[src/logic/cache_pkg.sv]
`default_nettype none

package cache_pkg;

    // geometry of the 2-way, 32-set cache with 4-word lines
    parameter int INDEX_BITS = 5;
    parameter int WORD_BITS = 2;
    parameter int BYTE_BITS = 2;
    parameter int TAG_BITS = 23;

    parameter int NUM_WAYS = 2;
    parameter int NUM_SETS = 2 ** INDEX_BITS;
    parameter int WORDS_PER_LINE = 2 ** WORD_BITS;

    typedef logic [31:0] line_word_t;

    // cpu byte address split into cache fields
    typedef struct packed {
        logic [TAG_BITS-1:0]   tag;
        logic [INDEX_BITS-1:0] index;
        logic [WORD_BITS-1:0]  word;
        logic [BYTE_BITS-1:0]  byte_off;
    } addr_fields_t;

    // same address, as a flat word or as fields
    typedef union packed {
        logic [31:0]  flat;
        addr_fields_t f;
    } cache_addr_t;

    typedef enum logic [2:0] {
        IDLE,
        LOOKUP,
        WRITE_BACK,
        REFILL,
        RESPOND
    } ctrl_state_t;

endpackage

`default_nettype wire

[src/logic/array_if.sv]
`default_nettype none

interface array_if
    import cache_pkg::*;
();

    // lookup address and selected slot
    logic [INDEX_BITS-1:0] index;
    logic [TAG_BITS-1:0]   tag;
    logic                  way;
    logic [WORD_BITS-1:0]  word;

    logic                  hit;
    logic                  hit_way;
    logic                  victim_way;
    logic                  victim_dirty;
    logic [TAG_BITS-1:0]   victim_tag;

    logic                  tag_fill;
    logic                  mark_dirty;
    logic                  touch;

    // fill_sel picks the l2 beat over the cpu store word
    logic                  data_write;
    logic                  fill_sel;
    line_word_t            fill_data;
    line_word_t            write_word;
    line_word_t            read_word;

    modport ctrl (
        output index, tag, way, word,
        output tag_fill, mark_dirty, touch,
        output data_write, fill_sel, fill_data, write_word,
        input  hit, hit_way, victim_way, victim_dirty, victim_tag,
        input  read_word
    );

    modport tags (
        input  index, tag, way,
        input  tag_fill, mark_dirty, touch,
        output hit, hit_way, victim_way, victim_dirty, victim_tag
    );

    modport data (
        input  index, way, word,
        input  data_write, fill_sel, fill_data, write_word,
        output read_word
    );

endinterface

`default_nettype wire

[src/logic/tag_store.sv]
`default_nettype none

module tag_store
    import cache_pkg::*;
(
    input  wire    clk,
    input  wire    nrst,
    input  wire    flush_all,
    array_if.tags  arr
);

    logic [TAG_BITS-1:0] tags [NUM_WAYS][NUM_SETS];
    logic [NUM_SETS-1:0] valid [NUM_WAYS];
    logic [NUM_SETS-1:0] dirty [NUM_WAYS];
    // per set, the way to replace next
    logic [NUM_SETS-1:0] lru;
    logic [NUM_WAYS-1:0] way_hit;
    logic                vic;

    always_comb
    begin
        for (int w = 0; w < NUM_WAYS; w++)
        begin
            way_hit[w] = valid[w][arr.index] && (tags[w][arr.index] == arr.tag);
        end
    end

    assign arr.hit = |way_hit;
    assign arr.hit_way = way_hit[1];

    // empty way first, else lru
    always_comb
    begin
        if (!valid[0][arr.index])
            vic = 1'b0;
        else if (!valid[1][arr.index])
            vic = 1'b1;
        else
            vic = lru[arr.index];
    end

    assign arr.victim_way = vic;
    assign arr.victim_dirty = valid[vic][arr.index] && dirty[vic][arr.index];
    assign arr.victim_tag = tags[vic][arr.index];

    always_ff @(posedge clk or negedge nrst)
    begin
        if (!nrst)
        begin
            valid <= '{default: '0};
            dirty <= '{default: '0};
            lru <= '0;
        end
        else if (flush_all)
        begin
            // dirty data is dropped, not written back
            valid <= '{default: '0};
        end
        else
        begin
            if (arr.tag_fill)
            begin
                valid[arr.way][arr.index] <= 1'b1;
                dirty[arr.way][arr.index] <= 1'b0;
            end
            if (arr.mark_dirty)
                dirty[arr.way][arr.index] <= 1'b1;
            if (arr.tag_fill || arr.touch)
                lru[arr.index] <= ~arr.way;
        end
    end

    always_ff @(posedge clk)
    begin
        if (arr.tag_fill)
            tags[arr.way][arr.index] <= arr.tag;
    end

endmodule

`default_nettype wire

[src/flat_wrapper.sv]
// flat-port wrapper written by rule: the top's interface ports become plain ports
module tag_store_flat import cache_pkg::*;
  (clk, nrst, flush_all, arr_index, arr_tag, arr_way, arr_tag_fill, arr_mark_dirty, arr_touch, arr_hit, arr_hit_way, arr_victim_way, arr_victim_dirty, arr_victim_tag);
  array_if arr_i ();
  input  wire clk;
  input  wire nrst;
  input  wire flush_all;
  input wire logic [$bits(arr_i.index)-1:0] arr_index;
  input wire logic [$bits(arr_i.tag)-1:0] arr_tag;
  input wire logic [$bits(arr_i.way)-1:0] arr_way;
  input wire logic [$bits(arr_i.tag_fill)-1:0] arr_tag_fill;
  input wire logic [$bits(arr_i.mark_dirty)-1:0] arr_mark_dirty;
  input wire logic [$bits(arr_i.touch)-1:0] arr_touch;
  output wire logic [$bits(arr_i.hit)-1:0] arr_hit;
  output wire logic [$bits(arr_i.hit_way)-1:0] arr_hit_way;
  output wire logic [$bits(arr_i.victim_way)-1:0] arr_victim_way;
  output wire logic [$bits(arr_i.victim_dirty)-1:0] arr_victim_dirty;
  output wire logic [$bits(arr_i.victim_tag)-1:0] arr_victim_tag;
  assign arr_i.index = arr_index;
  assign arr_i.tag = arr_tag;
  assign arr_i.way = arr_way;
  assign arr_i.tag_fill = arr_tag_fill;
  assign arr_i.mark_dirty = arr_mark_dirty;
  assign arr_i.touch = arr_touch;
  assign arr_hit = arr_i.hit;
  assign arr_hit_way = arr_i.hit_way;
  assign arr_victim_way = arr_i.victim_way;
  assign arr_victim_dirty = arr_i.victim_dirty;
  assign arr_victim_tag = arr_i.victim_tag;
  tag_store u_core (.clk(clk), .nrst(nrst), .flush_all(flush_all), .arr(arr_i));
endmodule
[config.mk]
export PLATFORM = sky130hd
export DESIGN_NAME = tag_store_flat
export DESIGN_NICKNAME = d
export VERILOG_FILES = /design/src/logic/cache_pkg.sv /design/src/logic/array_if.sv /design/src/logic/tag_store.sv /design/src/flat_wrapper.sv
export SDC_FILE = /design/constraint.sdc
export NUM_CORES = 2
export LEC_CHECK = 0
export BUFFER_PORTS_ARGS = -buffer_cell sky130_fd_sc_hd__buf_2
export CAP_MARGIN = 20
export CORE_MARGIN = 2
export CORE_UTILIZATION = 45
export DETAILED_ROUTE_END_ITERATION = 12
export PLACE_DENSITY_LB_ADDON = 0.12
export SETUP_SLACK_MARGIN = 0.1
export SYNTH_ARGS = -nofsm -noshare
export SYNTH_HDL_FRONTEND = slang
export SYNTH_SLANG_ARGS = --single-unit
[constraint.sdc]
create_clock -name clk -period 9.5 [get_ports clk]
set_input_delay 1.9 -clock clk [delete_from_list [all_inputs] [get_ports clk]]
set_output_delay 1.9 -clock clk [all_outputs]
set_load 0.1 [all_outputs]
==> flow_summary.ini <==
[routing]
vias = 38680
routed_via_density = 6.710
wl_per_cell_um = 38.23
finalWirelength_mm = 220.4
first_pass_iters = 6
drc = 0
ant_nets = 0
drt-initial-drc-count = 6111

[clocking]
clk_path_buf_depth = 3
cts_hold_buffers = 0
path_clk_slew_ns = 0.06
htreeDepth = 4
cts_resized = 0
cts-root-buf = clkbuf_16
numCtsBuffers = 171
tritoncts = built
post-cts-setup-buffers = 0
clk-insertion-delay-late_ns = 0.79
clkSinkCount = 1632

[min_path]
hp-class = flip-flop to flip-flop
hp-start = u_core.lru[14]$_DFFE_PN0P_

[synthesis]
synth.avg_cell_area_sq_um = 18.74
ys_seq_area_share_pct = 72.41
syn-cell-area_sq_um = 66580
yosys_register_bits = 1632
synthArstFlopShare_pct = 9.804
synth_nets = 3588
synth_edf_count = 1472
ys_types = 64
syn_inst = 3553
ys.flop_type = edfxtp_1
ys_warn_count = 0

[worst_setup_path]
worstPathArrival_ns = 7.01
start_kind = primary input
worstSetupStartpoint = arr_index[0]
worstPathRequired_ns = 7.60
cp_slowest_stage_delay_ns = 0.60
path_max_fanout = 74
critPathCaptureType = primary output
crit_type = primary input to primary output
critPathSlowestCell = mux4_2
cpMostUsedCell = buf_12
r2r-start = u_core.lru[5]$_DFFE_PN0P_
cp_cell_sequence = buf_8, buf_12, buf_12, mux4_2, a22o_1, a221oi_1, nand3_1, xnor2_1, nand4_1, nor3_1, a41o_1, buf_12

[run_status]
status = completed

[timing]
finClkSkew_ns = 0
maxSlewViolCount = 0
slew_headroom_pct = 30.32
hold_ws_ns = 0.4855
fin_crit_ns = 8.912
setup_viol = 0
fin_ws_ns = 0.5884
timing.fmax_mhz = 112.2
rsz0062_at_grt = no
fin_crit_sh_pct = 93.81
tns_ns = 0
tightest_slew_ns = 1.045
hold_violations = 0

[power]
power.total_w = 0.01588
power.density_nw_per_um2 = 209.4
p_leak_nw = 25.50
vdd.ir_drop.worst_mv = 0.1688

[finish]
fin_area_sq_um = 75810
multiInputGateArea_sq_um = 17550
syn_to_final_growth_pct = 13.87
layout-drive-gt1-share_pct = 24.41
seq_area_sq_um = 48210
fin_nets = 3723
fill_cells = 11570

[job]
maxCapViolCount = 0

[placement]
port_buffers = 61
finalWeightedCongestion = 0.9250
pre_cts_ws_ns = 0.7959
place_area_sq_um = 70070
hpwl_mm = 116.2

[die]
die_x_um = 388.6
die_y_um = 388.6
fp-row-count = 141
core-area_sq_um = 147300
start_util_pct = 45.20
io-pin-count = 62
dieArea_sq_um = 151000

[global_route]
grt_max_degree = 100
grt_pass1_wl_mm = 300.4
grt.overflow.total = 0
globalRouteTotalUtil_pct = 28.96
antenna_found_initial = 11
grt_pass1_vias = 37090
==> sequential cells by signal, indices dropped and copies added, names as in the netlist <==
register and count:
u_core.valid 64, u_core.tags 1472, u_core.lru 32, u_core.dirty 64
==> stage by stage <==
stage / utilization, % / cells
2_1_floorplan: - / 3553
3_3_place_gp: 47.56 / 5441
3_5_place_dp: 47.57 / 5442
4_1_cts: 51.41 / 5757
5_1_grt: 51.46 / 5760
6_report: 51.46 / 5764
==> critical path, delay by kind of cell <==
kind	cells	cell delay (ns)
AOI/OAI and AO/OA	3	0.78
xor gates and xnor gates	1	0.59
muxes	1	0.60
buffers and inverters	4	1.51
and+or+nand+nor	3	1.32
==> Yosys cell counts (3+ instances only) <==
library cell | number | area, sq um
a21oi_1 | 25 | 125.1
a221oi_1 | 16 | 140.1
a22o_1 | 15 | 131.4
a22oi_1 | 161 | 1209
a31oi_1 | 21 | 131.4
a41oi_1 | 14 | 122.6
buf_1 | 24 | 90.09
buf_2 | 89 | 445.4
buf_4 | 15 | 112.6
buf_6 | 6 | 67.56
clkbuf_1 | 113 | 424.2
dfrtp_1 | 160 | 4004
edfxtp_1 | 1472 | 44200
inv_1 | 58 | 217.7
mux2_2 | 9 | 101.4
mux2i_1 | 232 | 2322
mux4_2 | 381 | 8581
nand2_1 | 80 | 300.3
nand2b_1 | 3 | 18.77
nand3_1 | 37 | 185.2
nand3b_1 | 6 | 45.04
nand4_1 | 41 | 256.5
nor2_1 | 123 | 461.7
nor2b_1 | 5 | 31.28
nor3_1 | 11 | 55.05
nor3b_1 | 4 | 30.03
nor4_1 | 8 | 50.05
o211ai_1 | 3 | 22.52
o21ai_0 | 145 | 725.7
o22ai_1 | 156 | 975.9
or2_2 | 6 | 37.54
or3_1 | 4 | 25.02
or4_1 | 24 | 180.2
xnor2_1 | 21 | 183.9
xor2_1 | 25 | 219.0
==> layout by cell type, fill, tap and decap left out, drive strengths merged, types with 3 or more instances in the layout <==
cell	n
bufinv	18
nor2b	5
a41oi	14
o211ai	3
buf	209
nand2	80
nand4	41
a31oi	21
o21ai	145
inv	63
diode	4
nand3b	6
mux4	381
or3	4
nor3	11
dfrtp	160
xor2	25
nand3	37
nor4	8
a22oi	161
mux2i	232
a221oi	16
a22o	15
nand2b	3
nor2	124
a21oi	25
o22ai	156
or3b	3
mux2	9
clkbuf	220
nor3b	5
xnor2	21
or2	6
clkinv	64
clkinvlp	10
edfxtp	1472
o31ai	3
or4	24
==> cell families after synthesis <==
family	after synthesis	share of synthesized area [%]
buf+inv	307	2.050
flops	1632	72.41
compound gates	579	5.692
xor+xnor	46	0.6051
mux	622	16.53
simple gates	367	2.718
==> routing by layer <==
metal	vias to the layer above	wire length, um	global-route usage [%]
li1	15010	-	-
met1	20660	89550	41.97
met2	2520	100500	43.69
met3	480	21900	5.880
met4	6	8376	10.51
met5	-	44	0
==> report_power, final <==
part / internal (W) / leakage [nW] / switching (W)
registers: 0.00794 / 15.4 / 0.0000493
logic: 0.000355 / 7.38 / 0.000784
clock network: 0.00393 / 2.73 / 0.00282
==> cell type report <==
type	instances	area share, %
multi-input combinational	1614	23.15
antenna	4	0.01320
inverter	60	0.2971
sequential	1632	63.59
clock buffer	220	6.078
timing repair buffer	209	2.296
clock inverter	95	1.391
tap	1930	3.185
==> path summary, 6_finish.rpt <==
path	cells past startpoint	slack, ns	to
setup / recovery	12	0.59	arr_hit
hold / removal	2	0.49	u_core.lru[14]$_DFFE_PN0P_
setup reg to reg	2	8.71	u_core.lru[5]$_DFFE_PN0P_
hold reg to reg	2	0.49	u_core.lru[14]$_DFFE_PN0P_
max in group asynchronous	3	7.22	u_core.dirty[60]$_DFFE_PN0N_
min in group asynchronous	1	1.15	u_core.lru[0]$_DFFE_PN0P_
Power figures use the tool's default switching activity.
