### config.mk
export PLATFORM = sky130hd
export DESIGN_NAME = cache_ctrl_flat
export DESIGN_NICKNAME = d
export VERILOG_FILES = /design/src/logic/cache_pkg.sv /design/src/logic/array_if.sv /design/src/logic/cache_ctrl.sv /design/src/flat_wrapper.sv
export SDC_FILE = /design/constraint.sdc
export NUM_CORES = 1
export LEC_CHECK = 0
export CELL_PAD_IN_SITES_DETAIL_PLACEMENT = 1
export CELL_PAD_IN_SITES_GLOBAL_PLACEMENT = 1
export CORE_ASPECT_RATIO = 0.5
export CORE_MARGIN = 8
export CORE_UTILIZATION = 30
export CTS_BUF_LIST = sky130_fd_sc_hd__clkbuf_8
export DETAILED_ROUTE_END_ITERATION = 16
export DONT_BUFFER_PORTS = 1
export PLACE_DENSITY = 0.59
export SLEW_MARGIN = 10
export SYNTH_ARGS = -nofsm -noshare
export SYNTH_HDL_FRONTEND = slang
export SYNTH_SLANG_ARGS = --single-unit
### constraint.sdc
create_clock -name clk -period 5.9 [get_ports clk]
set_input_delay 0.295 -clock clk [delete_from_list [all_inputs] [get_ports clk]]
set_output_delay 0.295 -clock clk [all_outputs]
set_load 0.02 [all_outputs]
### src/logic/cache_pkg.sv
`default_nettype none

package cache_pkg;

    // geometry of the 2-way, 32-set cache with 4-word lines
    parameter int INDEX_BITS = 5;
    parameter int WORD_BITS = 2;
    parameter int BYTE_BITS = 2;
    parameter int TAG_BITS = 23;

    parameter int NUM_WAYS = 2;
    parameter int NUM_SETS = 2 ** INDEX_BITS;
    parameter int WORDS_PER_LINE = 2 ** WORD_BITS;

    typedef logic [31:0] line_word_t;

    // cpu byte address split into cache fields
    typedef struct packed {
        logic [TAG_BITS-1:0]   tag;
        logic [INDEX_BITS-1:0] index;
        logic [WORD_BITS-1:0]  word;
        logic [BYTE_BITS-1:0]  byte_off;
    } addr_fields_t;

    // same address, as a flat word or as fields
    typedef union packed {
        logic [31:0]  flat;
        addr_fields_t f;
    } cache_addr_t;

    typedef enum logic [2:0] {
        IDLE,
        LOOKUP,
        WRITE_BACK,
        REFILL,
        RESPOND
    } ctrl_state_t;

endpackage

`default_nettype wire

### src/logic/array_if.sv
`default_nettype none

interface array_if
    import cache_pkg::*;
();

    // lookup address and selected slot
    logic [INDEX_BITS-1:0] index;
    logic [TAG_BITS-1:0]   tag;
    logic                  way;
    logic [WORD_BITS-1:0]  word;

    logic                  hit;
    logic                  hit_way;
    logic                  victim_way;
    logic                  victim_dirty;
    logic [TAG_BITS-1:0]   victim_tag;

    logic                  tag_fill;
    logic                  mark_dirty;
    logic                  touch;

    // fill_sel picks the l2 beat over the cpu store word
    logic                  data_write;
    logic                  fill_sel;
    line_word_t            fill_data;
    line_word_t            write_word;
    line_word_t            read_word;

    modport ctrl (
        output index, tag, way, word,
        output tag_fill, mark_dirty, touch,
        output data_write, fill_sel, fill_data, write_word,
        input  hit, hit_way, victim_way, victim_dirty, victim_tag,
        input  read_word
    );

    modport tags (
        input  index, tag, way,
        input  tag_fill, mark_dirty, touch,
        output hit, hit_way, victim_way, victim_dirty, victim_tag
    );

    modport data (
        input  index, way, word,
        input  data_write, fill_sel, fill_data, write_word,
        output read_word
    );

endinterface

`default_nettype wire

### src/logic/cache_ctrl.sv
`default_nettype none

module cache_ctrl
    import cache_pkg::*;
(
    input  wire                  clk,
    input  wire                  nrst,
    input  wire                  req_valid,
    input  wire                  req_write,
    input  wire cache_addr_t     req_addr,
    input  wire line_word_t      req_wdata,
    output logic                 req_ready,
    output logic                 resp_valid,
    output line_word_t           resp_rdata,
    input  wire                  flush,
    output logic                 flush_all,
    output logic                 mem_valid,
    output logic                 mem_write,
    output logic [31:0]          mem_addr,
    output line_word_t           mem_wdata,
    input  wire                  mem_ready,
    input  wire line_word_t      mem_rdata,
    array_if.ctrl                arr,
    input  wire [WORD_BITS-1:0]  beat,
    input  wire                  last,
    output logic                 beat_clear,
    output logic                 beat_step
);

    ctrl_state_t         state;
    ctrl_state_t         next_state;
    cache_addr_t         req_q;
    logic                write_q;
    line_word_t          wdata_q;
    logic                way_q;
    logic [TAG_BITS-1:0] wb_tag_q;
    cache_addr_t         beat_addr;
    logic                accept;

    // no new request while a flush is pending
    assign req_ready = (state == IDLE) && !flush;
    assign flush_all = (state == IDLE) && flush;
    assign accept = req_valid && req_ready;

    always_comb
    begin
        next_state = state;
        case (state)
            IDLE:
                if (accept)
                    next_state = LOOKUP;
            LOOKUP:
                if (arr.hit)
                    next_state = RESPOND;
                else if (arr.victim_dirty)
                    next_state = WRITE_BACK;
                else
                    next_state = REFILL;
            WRITE_BACK:
                if (last)
                    next_state = REFILL;
            REFILL:
                if (last)
                    next_state = RESPOND;
            RESPOND:
                next_state = IDLE;
            default:
                next_state = IDLE;
        endcase
    end

    always_ff @(posedge clk or negedge nrst)
    begin
        if (!nrst)
        begin
            state <= IDLE;
            write_q <= 1'b0;
            way_q <= 1'b0;
            resp_valid <= 1'b0;
        end
        else
        begin
            state <= next_state;
            resp_valid <= (next_state == RESPOND);
            if (accept)
                write_q <= req_write;
            if (state == LOOKUP)
                way_q <= arr.way;
        end
    end

    always_ff @(posedge clk)
    begin
        if (accept)
        begin
            req_q <= req_addr;
            wdata_q <= req_wdata;
        end
        // victim tag held for the write-back addresses
        if (state == LOOKUP)
            wb_tag_q <= arr.victim_tag;
    end

    assign mem_valid = (state == WRITE_BACK) || (state == REFILL);
    assign mem_write = (state == WRITE_BACK);
    assign mem_wdata = arr.read_word;
    assign beat_step = mem_valid && mem_ready;
    assign beat_clear = (state == LOOKUP) || ((state == WRITE_BACK) && last);

    always_comb
    begin
        beat_addr.flat = req_q.flat;
        if (state == WRITE_BACK)
            beat_addr.f.tag = wb_tag_q;
        beat_addr.f.word = beat;
        beat_addr.f.byte_off = '0;
    end
    assign mem_addr = beat_addr.flat;

    assign arr.index = req_q.f.index;
    assign arr.tag = req_q.f.tag;
    // way is decided live during lookup, then held
    assign arr.way = (state != LOOKUP) ? way_q :
                     arr.hit ? arr.hit_way : arr.victim_way;
    assign arr.word = mem_valid ? beat : req_q.f.word;

    assign arr.touch = (state == LOOKUP) && arr.hit;
    assign arr.tag_fill = (state == REFILL) && last;
    assign arr.mark_dirty = (state == RESPOND) && write_q;

    // refill beats, then the cpu store in respond
    assign arr.data_write = ((state == REFILL) && beat_step) || arr.mark_dirty;
    assign arr.fill_sel = (state == REFILL);
    assign arr.fill_data = mem_rdata;
    assign arr.write_word = wdata_q;

    assign resp_rdata = arr.read_word;

endmodule

`default_nettype wire

### src/flat_wrapper.sv
// flat-port wrapper written by rule: the top's interface ports become plain ports
module cache_ctrl_flat import cache_pkg::*;
  (clk, nrst, req_valid, req_write, req_addr, req_wdata, req_ready, resp_valid, resp_rdata, flush, flush_all, mem_valid, mem_write, mem_addr, mem_wdata, mem_ready, mem_rdata, beat, last, beat_clear, beat_step, arr_index, arr_tag, arr_way, arr_word, arr_tag_fill, arr_mark_dirty, arr_touch, arr_data_write, arr_fill_sel, arr_fill_data, arr_write_word, arr_hit, arr_hit_way, arr_victim_way, arr_victim_dirty, arr_victim_tag, arr_read_word);
  array_if arr_i ();
  input  wire clk;
  input  wire nrst;
  input  wire req_valid;
  input  wire req_write;
  input  wire cache_addr_t req_addr;
  input  wire line_word_t req_wdata;
  output logic req_ready;
  output logic resp_valid;
  output line_word_t resp_rdata;
  input  wire flush;
  output logic flush_all;
  output logic mem_valid;
  output logic mem_write;
  output logic [31:0] mem_addr;
  output line_word_t mem_wdata;
  input  wire mem_ready;
  input  wire line_word_t mem_rdata;
  input  wire [WORD_BITS-1:0] beat;
  input  wire last;
  output logic beat_clear;
  output logic beat_step;
  output wire logic [$bits(arr_i.index)-1:0] arr_index;
  output wire logic [$bits(arr_i.tag)-1:0] arr_tag;
  output wire logic [$bits(arr_i.way)-1:0] arr_way;
  output wire logic [$bits(arr_i.word)-1:0] arr_word;
  output wire logic [$bits(arr_i.tag_fill)-1:0] arr_tag_fill;
  output wire logic [$bits(arr_i.mark_dirty)-1:0] arr_mark_dirty;
  output wire logic [$bits(arr_i.touch)-1:0] arr_touch;
  output wire logic [$bits(arr_i.data_write)-1:0] arr_data_write;
  output wire logic [$bits(arr_i.fill_sel)-1:0] arr_fill_sel;
  output wire logic [$bits(arr_i.fill_data)-1:0] arr_fill_data;
  output wire logic [$bits(arr_i.write_word)-1:0] arr_write_word;
  input wire logic [$bits(arr_i.hit)-1:0] arr_hit;
  input wire logic [$bits(arr_i.hit_way)-1:0] arr_hit_way;
  input wire logic [$bits(arr_i.victim_way)-1:0] arr_victim_way;
  input wire logic [$bits(arr_i.victim_dirty)-1:0] arr_victim_dirty;
  input wire logic [$bits(arr_i.victim_tag)-1:0] arr_victim_tag;
  input wire logic [$bits(arr_i.read_word)-1:0] arr_read_word;
  assign arr_index = arr_i.index;
  assign arr_tag = arr_i.tag;
  assign arr_way = arr_i.way;
  assign arr_word = arr_i.word;
  assign arr_tag_fill = arr_i.tag_fill;
  assign arr_mark_dirty = arr_i.mark_dirty;
  assign arr_touch = arr_i.touch;
  assign arr_data_write = arr_i.data_write;
  assign arr_fill_sel = arr_i.fill_sel;
  assign arr_fill_data = arr_i.fill_data;
  assign arr_write_word = arr_i.write_word;
  assign arr_i.hit = arr_hit;
  assign arr_i.hit_way = arr_hit_way;
  assign arr_i.victim_way = arr_victim_way;
  assign arr_i.victim_dirty = arr_victim_dirty;
  assign arr_i.victim_tag = arr_victim_tag;
  assign arr_i.read_word = arr_read_word;
  cache_ctrl u_core (.clk(clk), .nrst(nrst), .req_valid(req_valid), .req_write(req_write), .req_addr(req_addr), .req_wdata(req_wdata), .req_ready(req_ready), .resp_valid(resp_valid), .resp_rdata(resp_rdata), .flush(flush), .flush_all(flush_all), .mem_valid(mem_valid), .mem_write(mem_write), .mem_addr(mem_addr), .mem_wdata(mem_wdata), .mem_ready(mem_ready), .mem_rdata(mem_rdata), .arr(arr_i), .beat(beat), .last(last), .beat_clear(beat_clear), .beat_step(beat_step));
endmodule
==> results of run 1 <==
routing by layer:
layer / vias up / part of all wire (%)
li1: 614 / -
met1: 736 / 23
met2: 117 / 59
met3: 51 / 13
met4: 6 / 3.8
met5: - / 0.33
repair_timing:
action / CTS / global route
gates resized for setup: 0 / 0
endpoints found under the hold margin: 6 / 0
setup endpoints to repair: 0 / 0
hold buffers: 1 / 0
synthesized netlist by cell type (2+ instances only):
library cell | n | area, µm²
buf_4 | 133 | 998
edfxtp_1 | 85 | 2550
mux2_4 | 18 | 270
mux2_2 | 8 | 90.1
dfrtp_1 | 6 | 150
a21oi_1 | 4 | 20.0
nor3b_1 | 4 | 30.0
and2_1 | 3 | 18.8
buf_6 | 3 | 33.8
nand2_1 | 3 | 11.3
a21o_1 | 2 | 15.0
buf_8 | 2 | 30.0
mux2i_1 | 2 | 20.0
nor2_1 | 2 | 7.51
final timing paths:
path / startpoint / to / slack, ps / depth (start not counted)
setup / recovery: u_core.state[1]$_DFF_PN0_ / mem_addr[11] / 2760 / 3
hold / removal: req_wdata[28] / u_core.arr.write_word[28]$_DFFE_PP_ / 40 / 0
setup reg to reg: u_core.state[0]$_DFF_PN0_ / u_core.req_q[26]$_DFFE_PP_ / 3040 / 4
hold reg to reg: u_core.way_q$_DFFE_PN0P_ / u_core.way_q$_DFFE_PN0P_ / 520 / 2
max in group asynchronous: nrst / u_core.state[2]$_DFF_PN0_ / 5400 / 1
min in group asynchronous: nrst / u_core.resp_valid$_DFF_PN0_ / 260 / 1
cells by family after synthesis:
family	after synthesis	synth area share (%)
other	1	0.0863
muxes	28	8.76
DFF	91	62.2
AOI/OAI and AO/OA	8	1.21
and+or+nand+nor	19	2.97
buffers and inverters	141	24.7
metrics by stage:
step | cell area [µm²] | setup slack (ps)
floorplan | 4350 | 2500
global placement | 3540 | 3140
detailed placement | 3540 | 2990
CTS | 3730 | 2690
global route | 3730 | 2580
finish | 3740 | 2760
state kept, by name, summed over array words and instances, names as in the netlist:
name,cells
u_core.wb_tag_q,23
u_core.req_q,30
u_core.arr.write_word,32
u_core.state,3
u_core.resp_valid,1
u_core.write_q,1
u_core.way_q,1
area by class of cell:
type | count | area share [%]
well taps | 198 | 6.63
clock buffers | 9 | 3.32
flip-flops and latches | 91 | 72.3
inverters | 1 | 0.100
repair buffers | 3 | 0.670
diodes | 2 | 0.134
clock inverters | 7 | 1.44
multi-input cells | 57 | 15.4
power by group through the flow:
stage               Combinational [mW]  Clock, mW  Sequential, mW
floorplan                        0.557          0           0.931
global placement                 0.408          0           0.995
detailed placement               0.419          0            1.00
CTS                              0.421      0.398           0.989
global route                     0.437      0.419            1.00
finish                           0.412      0.382           0.985
worst max-delay path, stage by stage (launching register included):
cell and delay (ps):
dfrtp_1 560, nor2b_2 510, nor2b_4 930, mux2_2 490
==> impl_metrics.tcl, run 1 <==
set metrics [dict create \
    grt_pass1_vias 1752 \
    p_int_mw 1.18 \
    setup_viol 0 \
    final_antenna_net_count 0 \
    wl_mm 10.2 \
    syn2layout_area_growth_pct -14.0 \
    ys.flop_type "edfxtp_1" \
    firstDrtPassIters 6 \
    numCtsBuffers 9 \
    rows 31 \
    avgSynthCellArea_um2 15.1 \
    ys_ff_latch 91 \
    clock_latency_ps 340 \
    wire_per_inst_um 27.8 \
    drv_cap 0 \
    final_cell_mix "85 x edfxtp_1, 18 x mux2_4, 9 x clkbuf_8" \
    rsz0062_at_grt "no" \
    cts_root_buffer "clkbuf_8" \
    fin_util_pct 26.1 \
    cts_tree "done" \
    layout_commonest_cell "edfxtp_1" \
    clkPwrFrac_pct 21.5 \
    grtUsageMet2_pct 19.7 \
    pin_count 367 \
    drtIter0Drc 63 \
    grt_util_met1_pct 6.92 \
    cp-start-kind "flip-flop" \
    die-area_mm2 0.0188 \
    path_clk_slew_ps 80 \
    fp.dieW_um 186 \
    critPathKind "flip-flop to output port" \
    antenna_found_initial 5 \
    grtUsageMet3_pct 6.37 \
    vias 1524 \
    dp_cells 349 \
    multi_input_area_um2 574 \
    yosys_warnings 0 \
    hold_path_class "input pin to flip-flop" \
    endpoint_kind "output port" \
    clock_sinks 91 \
    chipHeight_um 101 \
    p_total_mw 1.78 \
    power_density_mw_per_mm2 476 \
    ir_drop_mv 0.146 \
    clockBufferDepth 2 \
    synthArstFlopShare_pct 6.59 \
    relSlewSlack_pct 31.2 \
    gp_congestion 0.699 \
    seqPwrFrac_pct 55.4 \
    synth_edf_count 85 \
    n_fill_cell 1497 \
    cp.required_ps 5610 \
    grt_first_pass_wirelength_mm 13.5 \
    drc 0 \
    fin_cells 368 \
    cts.htree.levels 3 \
    p_sw_share_pct 33.7 \
    slew_viol_final 0 \
    regArea_mm2 0.00270 \
    p_sw_mw 0.599 \
    grt_max_degree 33 \
    arrival_ps 2840 \
    setup_tns_ps 0 \
    nets 327 \
    finalHoldViolCount 0 \
    start_util_pct 30.3 \
    syn_area_mm2 0.00434 \
    busiest_layer "met2" \
    grt_usage_pct 10.1 \
    post_cts_buffers 0 \
    via_per_inst 4.14 \
    yosysSeqAreaShare_pct 62.2 \
    syn_inst 288 \
    post-route-min-period_ps 3140 \
    fmax_mhz 319 \
    p_leak_nw 1.24 \
    fin_crit_sh_pct 53.2 \
    whs_ps 38.7 \
    status "finished clean" \
    drive_gt1_share_pct 26.2 \
    hpwl_mm 8.36 \
    cp_max_fo 25 \
    design.core.area_mm2 0.0143 \
    p_comb_share_pct 23.1 \
    grt_overflow 0 \
    yosysUniqueCellTypes 27 \
    io_buffers 0 \
    clock_skew_ps 10.1 \
    worst_slew_pin_slew_ps 1030 \
]
Power figures use the tool's default switching activity.
==> run 2: changes to the inputs <==
--- a/config.mk
+++ b/config.mk
@@ -13,7 +13,7 @@
 export CTS_BUF_LIST = sky130_fd_sc_hd__clkbuf_8
 export DETAILED_ROUTE_END_ITERATION = 16
 export DONT_BUFFER_PORTS = 1
-export PLACE_DENSITY = 0.59
+export PLACE_DENSITY = 0.61
 export SLEW_MARGIN = 10
 export SYNTH_ARGS = -nofsm -noshare
 export SYNTH_HDL_FRONTEND = slang
==> constraint.sdc (replaced) <==
create_clock -name clk -period 2.84 [get_ports clk]
set_input_delay 0.142 -clock clk [delete_from_list [all_inputs] [get_ports clk]]
set_output_delay 0.142 -clock clk [all_outputs]
set_load 0.02 [all_outputs]
==> run 2 against run 1 <==
  * Critical path type unchanged
  * Largest power group unchanged
  * Die area stayed put
  * Highest routed layer is now met4
  * Clock power grew to 2.6 times the previous value
  * Wire length is 8.6% higher
  * Flip-flop and latch count stayed put
==> impl_metrics.tcl, run 2 (synthesized netlist as in run 1, its figures left out) <==
set metrics [dict create \
    power_density_mw_per_mm2 865 \
    grt_max_degree 48 \
    start_util_pct 30.3 \
    critical_path.startpoint "u_core.state[1]$_DFF_PN0_" \
    relSlewSlack_pct 64.0 \
    gp_congestion 0.706 \
    grt_first_pass_wirelength_mm 14.8 \
    p_leak_nw 1.66 \
    post-route-min-period_ps 2440 \
    rows 31 \
    wl_mm 11.1 \
    hpwl_mm 8.30 \
    setup_tns_ps 0 \
    cts_tree "done" \
    cp_max_fo 17 \
    final_antenna_net_count 0 \
    ir_drop_mv 0.255 \
    endpoint_kind "output port" \
    slew_viol_final 0 \
    setup_slack_ps 401 \
    crit_end "mem_addr[12]" \
    cp-start-kind "flip-flop" \
    via_per_inst 4.10 \
    grt_overflow 0 \
    drtIter0Drc 54 \
    diodes 0 \
    worst_slew_pin_slew_ps 542 \
    numCtsBuffers 9 \
    nets 423 \
    grt_usage_pct 10.8 \
    preCtsSetupSlack_ps 625 \
    firstDrtPassIters 4 \
    largest_reg_flops 32 \
    die-area_mm2 0.0188 \
    clock_sinks 91 \
    drv_cap 0 \
    cp.required_ps 2700 \
    wire_per_inst_um 24.0 \
    status "finished clean" \
    setup_viol 0 \
    n_fill_cell 1441 \
    rsz0062_at_grt "no" \
    chipHeight_um 101 \
    path_clk_slew_ps 100 \
    worst-r2r-setup-slack_ps 600 \
    cts.htree.levels 3 \
    clockBufferDepth 2 \
    critPathKind "flip-flop to output port" \
    vias 1893 \
    final_cell_mix "91 x dlygate4sd3_1, 85 x edfxtp_1, 18 x mux2_4" \
    drive_gt1_share_pct 20.8 \
    syn2layout_area_growth_pct 9.68 \
    clock_latency_ps 370 \
    fp.dieW_um 186 \
    drc 0 \
    design.core.area_mm2 0.0143 \
    fmax_mhz 410 \
    clock_skew_ps 17.3 \
    fin_crit_sh_pct 85.9 \
    antenna_found_initial 0 \
    hold_path_class "input pin to flip-flop" \
    finalHoldViolCount 0 \
    arrival_ps 2300 \
    r2r_start "u_core.state[0]$_DFF_PN0_" \
    reg2reg_to "u_core.arr.write_word[29]$_DFFE_PP_" \
    layout_commonest_cell "dlygate4sd3_1" \
    io_buffers 0 \
    post_cts_buffers 0 \
    dp_cells 355 \
    pin_count 367 \
    holdPathStages 2 \
    cts_root_buffer "clkbuf_8" \
    p_total_mw 4.12 \
    whs_ps 51.1 \
    ff2ff_path_depth 5 \
    fin_cells 462 \
    grt_pass1_vias 2188 \
    cts-resized-gates 0 \
]
## run 2: worst max-delay path: stages (launching register included)
cell and delay (ps):
dfrtp_1 610, nor2b_2 240, nor2b_4 420, buf_12 240, mux2_2 410
## run 2: stage by stage
stage / utilization (%) / instance area (µm²)
2_1_floorplan: - / 4360
3_3_place_gp: 25.3 / 3620
3_5_place_dp: 25.3 / 3620
4_1_cts: 33.3 / 4760
5_1_grt: 33.3 / 4760
6_report: 33.3 / 4760
## run 2: timing repair
action | 4_1_cts | 5_1_grt
setup endpoints to repair | 0 | 0
hold endpoints to repair | 94 | 0
hold buffers | 91 | 0
## run 2: cell type report
cell class                 instances  area (µm²)  share of cell area (%)
multi-input combinational         57         581                    12.2
clock buffer                       9         124                    2.60
sequential                        91        2700                    56.7
timing repair buffer              99         996                    20.9
tap                              198         248                    5.20
inverter                           1        7.51                   0.158
clock inverter                     7         105                    2.21
## run 2: routing by layer
layer  vias up  track usage [%]  routed length [µm]
met4         0             5.58                 321
met1       932             7.92                2970
met2        98             23.2                6860
met5         -                0                   0
li1        806                -                   -
met3        57             4.17                 950
## run 2: worst min-delay path by stage
| stage | start | endpoint | slack, ps |
|---|---|---|---|
| 2_1_floorplan | nrst | u_core.resp_valid$_DFF_PN0_ | -150 |
| 3_3_place_gp | nrst | u_core.write_q$_DFFE_PN0P_ | -150 |
| 3_5_place_dp | nrst | u_core.resp_valid$_DFF_PN0_ | -150 |
| 4_1_cts | arr_victim_way | u_core.way_q$_DFFE_PN0P_ | 40 |
| 5_1_grt | arr_victim_way | u_core.way_q$_DFFE_PN0P_ | 70 |
| 6_report | arr_victim_way | u_core.way_q$_DFFE_PN0P_ | 50 |
## run 2: where the power goes
| part | internal [mW] | switching [mW] | total [mW] |
|---|---|---|---|
| clock network | 0.513 | 0.486 | 0.999 |
| logic | 0.452 | 0.613 | 1.06 |
| registers | 1.77 | 0.289 | 2.06 |
